[src/fp16_pkg.sv]
// FP16 unit shared types
package fp16_pkg;

	// Field view of a half-precision word
	typedef struct packed {
		logic       sign;
		logic [4:0] exp;
		logic [9:0] man;
	} fp16_fields_t;

	// One word, decoded as raw bits or as fields
	typedef union packed {
		logic [15:0]  raw;
		fp16_fields_t f;
	} fp16_u;

	typedef enum logic [2:0] {
		ADD = 3'd0,
		SUB = 3'd1,
		MUL = 3'd2,
		MIN = 3'd3,
		MAX = 3'd4
	} alu_op_e;

	// Command as stored in the input queue, 35 bits
	typedef struct packed {
		alu_op_e     op;
		logic [15:0] a;
		logic [15:0] b;
	} alu_cmd_t;

	// Queue depth, also the sender's starting input credits
	localparam int IN_DEPTH    = 4;
	localparam int IN_PTR_W    = $clog2(IN_DEPTH);
	localparam int IN_CNT_W    = $clog2(IN_DEPTH + 1);
	// Output credits held by the issue stage after reset
	localparam int OUT_CREDITS = 4;
	localparam int OUT_CNT_W   = $clog2(OUT_CREDITS + 1);

	// Canonical quiet NaN
	localparam logic [15:0] QNAN = 16'h7E00;

endpackage

[src/alu_if.sv]
// Issue to ALU interface
`timescale 1ns/1ps

interface alu_if (
	input logic clk
);
	// Command side, driven by the issue stage
	logic              valid;
	fp16_pkg::alu_op_e alu_op;
	logic [15:0]       alu_a;
	logic [15:0]       alu_b;
	// Result side, driven by the wrapper
	logic [15:0]       alu_res;
	logic              res_valid;

	modport issue_port (
		input  clk,
		output valid, alu_op, alu_a, alu_b,
		input  alu_res, res_valid
	);

	modport alu_port (
		input  clk,
		input  valid, alu_op, alu_a, alu_b,
		output alu_res, res_valid
	);

endinterface

[src/alu_cmd_queue.sv]
// Credit-controlled command queue
`timescale 1ns/1ps

module alu_cmd_queue (
	input  logic               clk,
	input  logic               rst_i,
	input  logic               push_i,
	input  fp16_pkg::alu_cmd_t cmd_i,
	input  logic               pop_i,
	output fp16_pkg::alu_cmd_t cmd_o,
	output logic               empty_o,
	output logic               credit_o
);
	// Entry storage
	fp16_pkg::alu_cmd_t mem [fp16_pkg::IN_DEPTH];

	logic [fp16_pkg::IN_PTR_W-1:0] wr_ptr;
	logic [fp16_pkg::IN_PTR_W-1:0] rd_ptr;
	logic [fp16_pkg::IN_CNT_W-1:0] count;
	logic                          pop_ok;

	// Pops only count when something is stored
	assign pop_ok   = pop_i && !empty_o;
	assign empty_o  = (count == '0);
	assign cmd_o    = mem[rd_ptr];
	// One credit back per entry leaving
	assign credit_o = pop_ok;

	// Write port, sender never pushes while full
	always_ff @(posedge clk) begin
		if (push_i)
			mem[wr_ptr] <= cmd_i;
	end

	always_ff @(posedge clk) begin
		if (rst_i) begin
			wr_ptr <= '0;
			rd_ptr <= '0;
			count  <= '0;
		end else begin
			if (push_i)
				wr_ptr <= (wr_ptr == fp16_pkg::IN_PTR_W'(fp16_pkg::IN_DEPTH - 1)) ? '0 : wr_ptr + 1'b1;
			if (pop_ok)
				rd_ptr <= (rd_ptr == fp16_pkg::IN_PTR_W'(fp16_pkg::IN_DEPTH - 1)) ? '0 : rd_ptr + 1'b1;
			// Simultaneous push and pop leave the count alone
			if (push_i && !pop_ok)
				count <= count + 1'b1;
			else if (!push_i && pop_ok)
				count <= count - 1'b1;
		end
	end

endmodule

[src/alu_issue.sv]
// Issue stage with output credits
`timescale 1ns/1ps

module alu_issue (
	input  logic               clk,
	input  logic               rst_i,
	input  logic               empty_i,
	input  fp16_pkg::alu_cmd_t cmd_i,
	output logic               pop_o,
	input  logic               res_credit_i,
	alu_if.issue_port          alu
);
	// Free output credits, 0 to OUT_CREDITS
	logic [fp16_pkg::OUT_CNT_W-1:0] credits;
	logic                           issue;

	// Issue needs a waiting command and a reserved result slot
	assign issue = !empty_i && (credits != '0);
	assign pop_o = issue;

	// Unpack the head command onto the bus
	assign alu.valid  = issue;
	assign alu.alu_op = cmd_i.op;
	assign alu.alu_a  = cmd_i.a;
	assign alu.alu_b  = cmd_i.b;

	always_ff @(posedge clk) begin
		if (rst_i) begin
			credits <= fp16_pkg::OUT_CNT_W'(fp16_pkg::OUT_CREDITS);
		end else begin
			case ({issue, res_credit_i})
				2'b10:   credits <= credits - 1'b1;
				2'b01:   credits <= credits + 1'b1;
				// Spend and return together, no change
				default: credits <= credits;
			endcase
		end
	end

endmodule

[src/fp16_addsub.sv]
// FP16 adder and subtractor
`timescale 1ns/1ps

module fp16_addsub (
	input  fp16_pkg::fp16_u a_i,
	input  fp16_pkg::fp16_u b_i,
	input  logic            sub_i,
	output fp16_pkg::fp16_u res_o
);
	fp16_pkg::fp16_u   b_eff;
	fp16_pkg::fp16_u   big;
	fp16_pkg::fp16_u   little;
	logic              a_nan, b_nan, a_inf, b_inf, a_zero, b_zero;
	logic              eff_sub;
	logic [4:0]        diff;
	logic [24:0]       sm_full;
	logic [13:0]       big_m, sm_m, norm;
	logic [14:0]       sum;
	logic [3:0]        lz;
	logic signed [6:0] exp_n;
	logic [11:0]       mant_r;

	// Leading zeros of a 14-bit mantissa with G/R/S
	function automatic logic [3:0] lead_zeros(input logic [13:0] v);
		logic [3:0] n;
		n = 4'd14;
		for (int i = 0; i < 14; i++) begin
			if (v[i])
				n = 4'(13 - i);
		end
		return n;
	endfunction

	// Subtract is add with b negated
	assign b_eff.raw = {b_i.f.sign ^ sub_i, b_i.f.exp, b_i.f.man};
	assign eff_sub   = a_i.f.sign ^ b_eff.f.sign;

	assign a_nan  = (a_i.f.exp == 5'h1f) && (a_i.f.man != '0);
	assign b_nan  = (b_i.f.exp == 5'h1f) && (b_i.f.man != '0);
	assign a_inf  = (a_i.f.exp == 5'h1f) && (a_i.f.man == '0);
	assign b_inf  = (b_i.f.exp == 5'h1f) && (b_i.f.man == '0);
	// Subnormals count as zero
	assign a_zero = (a_i.f.exp == '0);
	assign b_zero = (b_i.f.exp == '0);

	always_comb begin
		// Larger magnitude leads and sets the sign
		if (a_i.raw[14:0] >= b_eff.raw[14:0]) begin
			big    = a_i;
			little = b_eff;
		end else begin
			big    = b_eff;
			little = a_i;
		end
		// Align the smaller operand and fold bits past R into sticky
		diff    = big.f.exp - little.f.exp;
		big_m   = {1'b1, big.f.man, 3'b000};
		sm_full = {1'b1, little.f.man, 14'b0} >> diff;
		sm_m    = (diff > 5'd13) ? 14'd1 : {sm_full[24:12], |sm_full[11:0]};
		sum     = eff_sub ? ({1'b0, big_m} - {1'b0, sm_m}) : ({1'b0, big_m} + {1'b0, sm_m});
		lz      = lead_zeros(sum[13:0]);
		// Carry out shifts right and cancellation shifts left
		if (sum[14]) begin
			norm  = {sum[14:2], |sum[1:0]};
			exp_n = $signed({2'b00, big.f.exp}) + 7'sd1;
		end else begin
			norm  = sum[13:0] << lz;
			exp_n = $signed({2'b00, big.f.exp}) - $signed({3'b000, lz});
		end
		// Nearest even on guard, round and sticky
		mant_r = {1'b0, norm[13:3]} + 12'(norm[2] & (norm[3] | norm[1] | norm[0]));
		// Rounding carry leaves the fraction at zero and bumps the exponent
		if (mant_r[11])
			exp_n = exp_n + 7'sd1;

		if (a_nan || b_nan || (a_inf && b_inf && eff_sub))
			res_o.raw = fp16_pkg::QNAN;
		else if (a_inf)
			res_o = a_i;
		else if (b_inf)
			res_o = b_eff;
		else if (a_zero && b_zero)
			res_o.raw = {a_i.f.sign & b_eff.f.sign, 15'b0};
		else if (a_zero)
			res_o = b_eff;
		else if (b_zero)
			res_o = a_i;
		else if (sum == '0)
			res_o.raw = 16'h0000; // exact cancellation gives +0
		else if (exp_n >= 7'sd31)
			res_o.raw = {big.f.sign, 5'h1f, 10'h000};
		else if (exp_n <= 7'sd0)
			res_o.raw = {big.f.sign, 15'b0};
		else
			res_o.raw = {big.f.sign, exp_n[4:0], mant_r[9:0]};
	end

endmodule

[src/fp16_mul.sv]
// FP16 multiplier
`timescale 1ns/1ps

module fp16_mul (
	input  fp16_pkg::fp16_u a_i,
	input  fp16_pkg::fp16_u b_i,
	output fp16_pkg::fp16_u res_o
);
	logic              sign;
	logic              a_nan, b_nan, a_inf, b_inf, a_zero, b_zero;
	logic [21:0]       prod;
	logic [21:0]       pn;
	logic signed [6:0] exp_n;
	logic [11:0]       mant_r;

	assign sign   = a_i.f.sign ^ b_i.f.sign;
	assign a_nan  = (a_i.f.exp == 5'h1f) && (a_i.f.man != '0);
	assign b_nan  = (b_i.f.exp == 5'h1f) && (b_i.f.man != '0);
	assign a_inf  = (a_i.f.exp == 5'h1f) && (a_i.f.man == '0);
	assign b_inf  = (b_i.f.exp == 5'h1f) && (b_i.f.man == '0);
	// Subnormals count as zero
	assign a_zero = (a_i.f.exp == '0);
	assign b_zero = (b_i.f.exp == '0);

	// 11x11 significand product
	assign prod = {1'b1, a_i.f.man} * {1'b1, b_i.f.man};

	always_comb begin
		// Product in [1,4), at most one position to normalize
		pn    = prod[21] ? prod : (prod << 1);
		exp_n = $signed({2'b00, a_i.f.exp}) + $signed({2'b00, b_i.f.exp}) - 7'sd15;
		if (prod[21])
			exp_n = exp_n + 7'sd1;
		// Keep 11 bits, guard at bit 10, rest is sticky
		mant_r = {1'b0, pn[21:11]} + 12'(pn[10] & (pn[11] | (|pn[9:0])));
		// Rounding carry leaves the fraction at zero and bumps the exponent
		if (mant_r[11])
			exp_n = exp_n + 7'sd1;

		if (a_nan || b_nan || (a_inf && b_zero) || (a_zero && b_inf))
			res_o.raw = fp16_pkg::QNAN;
		else if (a_inf || b_inf)
			res_o.raw = {sign, 5'h1f, 10'h000};
		else if (a_zero || b_zero)
			res_o.raw = {sign, 15'b0};
		else if (exp_n >= 7'sd31)
			res_o.raw = {sign, 5'h1f, 10'h000};
		// Underflow flushes to signed zero
		else if (exp_n <= 7'sd0)
			res_o.raw = {sign, 15'b0};
		else
			res_o.raw = {sign, exp_n[4:0], mant_r[9:0]};
	end

endmodule

[src/alu_wrap.sv]
// Two-stage FP16 arithmetic pipeline
`timescale 1ns/1ps

module alu_wrap (
	input  logic    clk,
	input  logic    rst_i,
	alu_if.alu_port p
);
	// Stage 1 registers
	logic              s1_valid;
	fp16_pkg::alu_op_e s1_op;
	fp16_pkg::fp16_u   s1_a, s1_b;
	// Between stages
	fp16_pkg::fp16_u   add_res, mul_res, sel_res;
	fp16_pkg::fp16_u   cmp_a, cmp_b;
	logic              any_nan, a_lt_b;

	always_ff @(posedge clk) begin
		if (rst_i)
			s1_valid <= 1'b0;
		else
			s1_valid <= p.valid;
	end

	always_ff @(posedge clk) begin
		s1_op     <= p.alu_op;
		s1_a.raw  <= p.alu_a;
		s1_b.raw  <= p.alu_b;
	end

	fp16_addsub u_addsub (
		.a_i   (s1_a),
		.b_i   (s1_b),
		.sub_i (s1_op == fp16_pkg::SUB),
		.res_o (add_res)
	);

	fp16_mul u_mul (
		.a_i   (s1_a),
		.b_i   (s1_b),
		.res_o (mul_res)
	);

	// Compare on flushed operands, subnormal becomes signed zero
	assign cmp_a.raw = (s1_a.f.exp == '0) ? {s1_a.f.sign, 15'b0} : s1_a.raw;
	assign cmp_b.raw = (s1_b.f.exp == '0) ? {s1_b.f.sign, 15'b0} : s1_b.raw;
	assign any_nan   = ((s1_a.f.exp == 5'h1f) && (s1_a.f.man != '0)) ||
	                   ((s1_b.f.exp == 5'h1f) && (s1_b.f.man != '0));

	// Sign-magnitude order, -0 sits below +0
	always_comb begin
		if (cmp_a.f.sign != cmp_b.f.sign)
			a_lt_b = cmp_a.f.sign;
		else if (cmp_a.f.sign)
			a_lt_b = cmp_a.raw[14:0] > cmp_b.raw[14:0];
		else
			a_lt_b = cmp_a.raw[14:0] < cmp_b.raw[14:0];
	end

	always_comb begin
		case (s1_op)
			fp16_pkg::ADD, fp16_pkg::SUB: sel_res = add_res;
			fp16_pkg::MUL:                sel_res = mul_res;
			fp16_pkg::MIN:                sel_res.raw = any_nan ? fp16_pkg::QNAN :
			                                            (a_lt_b ? cmp_a.raw : cmp_b.raw);
			fp16_pkg::MAX:                sel_res.raw = any_nan ? fp16_pkg::QNAN :
			                                            (a_lt_b ? cmp_b.raw : cmp_a.raw);
			default:                      sel_res.raw = fp16_pkg::QNAN;
		endcase
	end

	// Stage 2 drives the result side
	always_ff @(posedge clk) begin
		if (rst_i)
			p.res_valid <= 1'b0;
		else
			p.res_valid <= s1_valid;
	end

	always_ff @(posedge clk) begin
		p.alu_res <= sel_res.raw;
	end

endmodule

[src/alu_top.sv]
// FP16 arithmetic unit top level
`timescale 1ns/1ps

module alu_top (
	input  logic              clk,
	input  logic              rst_i,
	input  logic              in_valid_i,
	input  fp16_pkg::alu_op_e in_op_i,
	input  logic [15:0]       in_a_i,
	input  logic [15:0]       in_b_i,
	output logic              in_credit_o,
	output logic              res_valid_o,
	output logic [15:0]       res_o,
	input  logic              res_credit_i
);
	fp16_pkg::alu_cmd_t in_cmd;
	fp16_pkg::alu_cmd_t q_cmd;
	logic               q_pop;
	logic               q_empty;

	// Issue stage to wrapper
	alu_if u_bus (
		.clk (clk)
	);

	// Pack the incoming command
	assign in_cmd = {in_op_i, in_a_i, in_b_i};

	alu_cmd_queue u_queue (
		.clk      (clk),
		.rst_i    (rst_i),
		.push_i   (in_valid_i),
		.cmd_i    (in_cmd),
		.pop_i    (q_pop),
		.cmd_o    (q_cmd),
		.empty_o  (q_empty),
		.credit_o (in_credit_o)
	);

	alu_issue u_issue (
		.clk          (clk),
		.rst_i        (rst_i),
		.empty_i      (q_empty),
		.cmd_i        (q_cmd),
		.pop_o        (q_pop),
		.res_credit_i (res_credit_i),
		.alu          (u_bus.issue_port)
	);

	alu_wrap u_wrap (
		.clk   (clk),
		.rst_i (rst_i),
		.p     (u_bus.alu_port)
	);

	// Results leave straight from stage 2
	assign res_valid_o = u_bus.res_valid;
	assign res_o       = u_bus.alu_res;

endmodule

[config.mk]
export PLATFORM = sky130hd
export DESIGN_NAME = alu_top
export DESIGN_NICKNAME = d
export VERILOG_FILES = /design/src/fp16_pkg.sv /design/src/alu_if.sv /design/src/alu_cmd_queue.sv /design/src/alu_issue.sv /design/src/fp16_addsub.sv /design/src/fp16_mul.sv /design/src/alu_wrap.sv /design/src/alu_top.sv
export SDC_FILE = /design/constraint.sdc
export NUM_CORES = 1
export LEC_CHECK = 0
export ABC_AREA = 1
export BUFFER_PORTS_ARGS = -buffer_cell sky130_fd_sc_hd__buf_2
export CORE_MARGIN = 5
export CORE_UTILIZATION = 53
export CTS_CLUSTER_SIZE = 28
export DETAILED_ROUTE_END_ITERATION = 7
export HOLD_SLACK_MARGIN = 0.15
export PLACE_DENSITY = 0.7
export SLEW_MARGIN = 20
export SYNTH_ARGS = -nofsm -noshare
export SYNTH_HDL_FRONTEND = slang
export SYNTH_SLANG_ARGS = --single-unit
[constraint.sdc]
create_clock -name clk -period 13.2 [get_ports clk]
set_clock_uncertainty 0.2 [all_clocks]
set_input_delay 1.32 -clock clk [delete_from_list [all_inputs] [get_ports clk]]
set_output_delay 1.32 -clock clk [all_outputs]
set_load 0.05 [all_outputs]
==> results.toml <==
[status]
status = "complete, no violations"

[sta]
tns_ns = 0
finalMaxSlewViolations = 0
timing.final.ws_setup_ns = 2.71
finalCriticalPeriod_ns = 10.49
hold_viol = 0
rsz0062_at_grt = "no"
maxSlewHeadroom = 0.242
max_freq_ghz = 0.0953
worst_pin_slew_ns = 1.13
period_share = 0.795
setup_viol_count_final = 0

[floorplan]
die_h_um = 194
start_util = 0.537
boundaryPins = 57
fp.dieArea_mm2 = 0.0378
fp.coreArea_mm2 = 0.0335
rows = 67
die_w_um = 194

[setup_path]
crit_family = "simple AND/OR/NAND/NOR gates"
cpMaxStageDelayCell = "ha_1"
max_stage_delay_ns = 0.70
worst_setup_path_end_kind = "flip-flop"
critPathBufInv = 8
arrival_ns = 10.73
cpMostUsedCell = "nand2_1"
worstSetupPathType = "reg2reg"
crit_required_ns = 13.43
critPathMaxFanout = 39
crit_start = "u_wrap.s1_b[10]"
worstSetupStartpointType = "flip-flop"
r2r-start = "u_wrap.s1_b[10]"

[synth]
synth-seq-cells = 203
syn_nets = 2651
async_reset_ff_frac = 0
synth.top_cells.by_count = "nand2_1 (565), inv_1 (348), nor2_1 (189)"
synth.area.top_cells = "edfxtp_1 (23%), nand2_1 (12%), ha_1 (10%)"
synth_area_per_cell_um2 = 7.58
synth_fa_ha_area_frac = 0.197
yosysWarnings = 0
ys.flop_type = "edfxtp_1"
synth-seq-area-share = 0.303
synth_edf_count = 140
synth_simple_gate_area_frac = 0.250
synth.distinct_cells = 58
synth_xor_area_frac = 0.0271
synth_area_mm2 = 0.0180
synth_mux_area_frac = 0
syn_inst = 2379
netlist.area_leader.share = 0.233
synth_top_area_cell = "edfxtp_1"
synth_most_common_cell = "nand2_1"
synth_compound_area_frac = 0.120
synth_top_family_by_area = "simple AND/OR/NAND/NOR gates"

[worst_hold_path]
min_from = "u_wrap.s1_valid"
hold_path_class = "reg2reg"

[finish]
drive_above_1_share = 0.0856
n_antenna_cell = 0
finalNetCount = 2665
syn_to_final_growth_pct = 6.95

[routing]
avgViaCountPerCell = 5.57
dr.pass1.iters = 6
final_antenna_net_count = 0
drtIter0Drc = 1183
via_count = 15896
drt-total-wl_um = 49600
drcViolationCount = 0
wl_per_cell_um = 17.4

[global_route]
antenna_found_initial = 3
globalRouteOverflowTotal = 0
grt_max_degree = 74
grt_pass1_vias = 15309
grt_use_total = 0.255
grt_first_pass_wirelength_um = 79600

[placement]
place.gp.congestion = 0.978
port_buffers = 56
place_worst_setup_slack_ns = 2.95
dp.final_hpwl_um = 37200

[flow_run]
cap_violations = 0

[clock_tree]
htreeDepth = 1
cts_buffer_depth = 3
clk_pin_slew_ns = 0.07
ctsRootBufferMaster = "clkbuf_16"
numCtsBuffers = 20
cts_tree = "built"
cts_num_sinks = 203
clock_latency_ns = 0.49
cts_hold_buffers = 0
cts.repair.resized = 0
postCtsSetupBuffers = 0
-- placed cells by master (no fill, tap or decap), drive strengths merged, types with 2 or more instances in the layout --
| cell | count |
|---|---|
| nand2 | 594 |
| inv | 379 |
| nor2 | 205 |
| o21ai | 186 |
| nand3 | 157 |
| ha | 148 |
| edfxtp | 140 |
| a21oi | 103 |
| fa | 85 |
| buf | 83 |
| dfxtp | 63 |
| xor2 | 45 |
| o22ai | 36 |
| nor3 | 30 |
| clkbuf | 28 |
| nand4 | 25 |
| o31ai | 12 |
| o211ai | 11 |
| xnor2 | 9 |
| nand3b | 8 |
| nor4 | 8 |
| clkinv | 8 |
| a221oi | 7 |
| o21bai | 6 |
| a211oi | 5 |
| a31oi | 4 |
| or2 | 4 |
| a2111oi | 2 |
| a21boi | 2 |
| a22oi | 2 |
| o221ai | 2 |
-- worst register-to-register path: cells and delay by family, from the launching register on --
family / cells / cell delay, ns
adders and majority gates: 6 / 2.55
AOI/OAI and AO/OA: 9 / 1.88
xor gates and xnor gates: 2 / 0.33
buffers and inverters: 8 / 1.01
DFF: 1 / 0.46
and+or+nand+nor: 28 / 4.01
-- layout make-up --
type                       count  area (um2)
multi-input combinational   1705       10700
sequential                   203        5470
tap                          448         561
clock buffer                  28         552
timing repair buffer          83         483
inverter                     380        1430
clock inverter                 8        76.3
fill                        3122       14300
-- per-stage QoR --
stage	cells	area, um2	hold WS [ns]	util
2_1_floorplan	2379	18000	0.188	-
3_3_place_gp	2819	18600	0.203	0.556
3_5_place_dp	2819	18600	0.213	0.556
4_1_cts	2855	19300	0.223	0.575
5_1_grt	2855	19300	0.243	0.575
6_report	2855	19300	0.216	0.575
-- logic make-up after synthesis --
kind of cell | Yosys count
buffers and inverters | 471
flip-flops | 203
adder cells (fa/ha/maj) | 233
XOR/XNOR | 54
AND/OR/NAND/NOR | 1034
AO/OA/AOI/OAI | 384
-- metal layers --
layer	track usage	vias to the layer above	part of all wire
met5	0	-	0.00042
met4	0.0721	4	0.033
met3	0.0329	110	0.063
met2	0.435	537	0.47
met1	0.344	7480	0.43
li1	-	7765	-
-- worst paths after layout --
| path | slack, ns | cells past startpoint | to |
|---|---|---|---|
| hold / removal | 0.22 | 2 | u_wrap.p.res_valid |
| setup reg to reg | 2.71 | 53 | u_wrap.p.alu_res[0] |
| hold reg to reg | 0.22 | 2 | u_wrap.p.res_valid |
| setup / recovery | 2.71 | 53 | u_wrap.p.alu_res[0] |
-- flip-flops by register name, indices dropped and copies added, names as in the netlist --
| signal | cells |
|---|---|
| u_wrap.p.alu_res | 16 |
| u_queue.mem | 140 |
| u_queue.wr_ptr | 2 |
| u_wrap.p.res_valid | 1 |
| u_wrap.s1_a | 16 |
| u_issue.credits | 3 |
| u_wrap.s1_valid | 1 |
| u_wrap.s1_b | 16 |
| u_queue.count | 3 |
| u_wrap.s1_op | 3 |
| u_queue.rd_ptr | 2 |
Power is left out: the tool's default activity adds up to more than one toggle a clock period on the data nets, which glitch-free logic cannot reach.
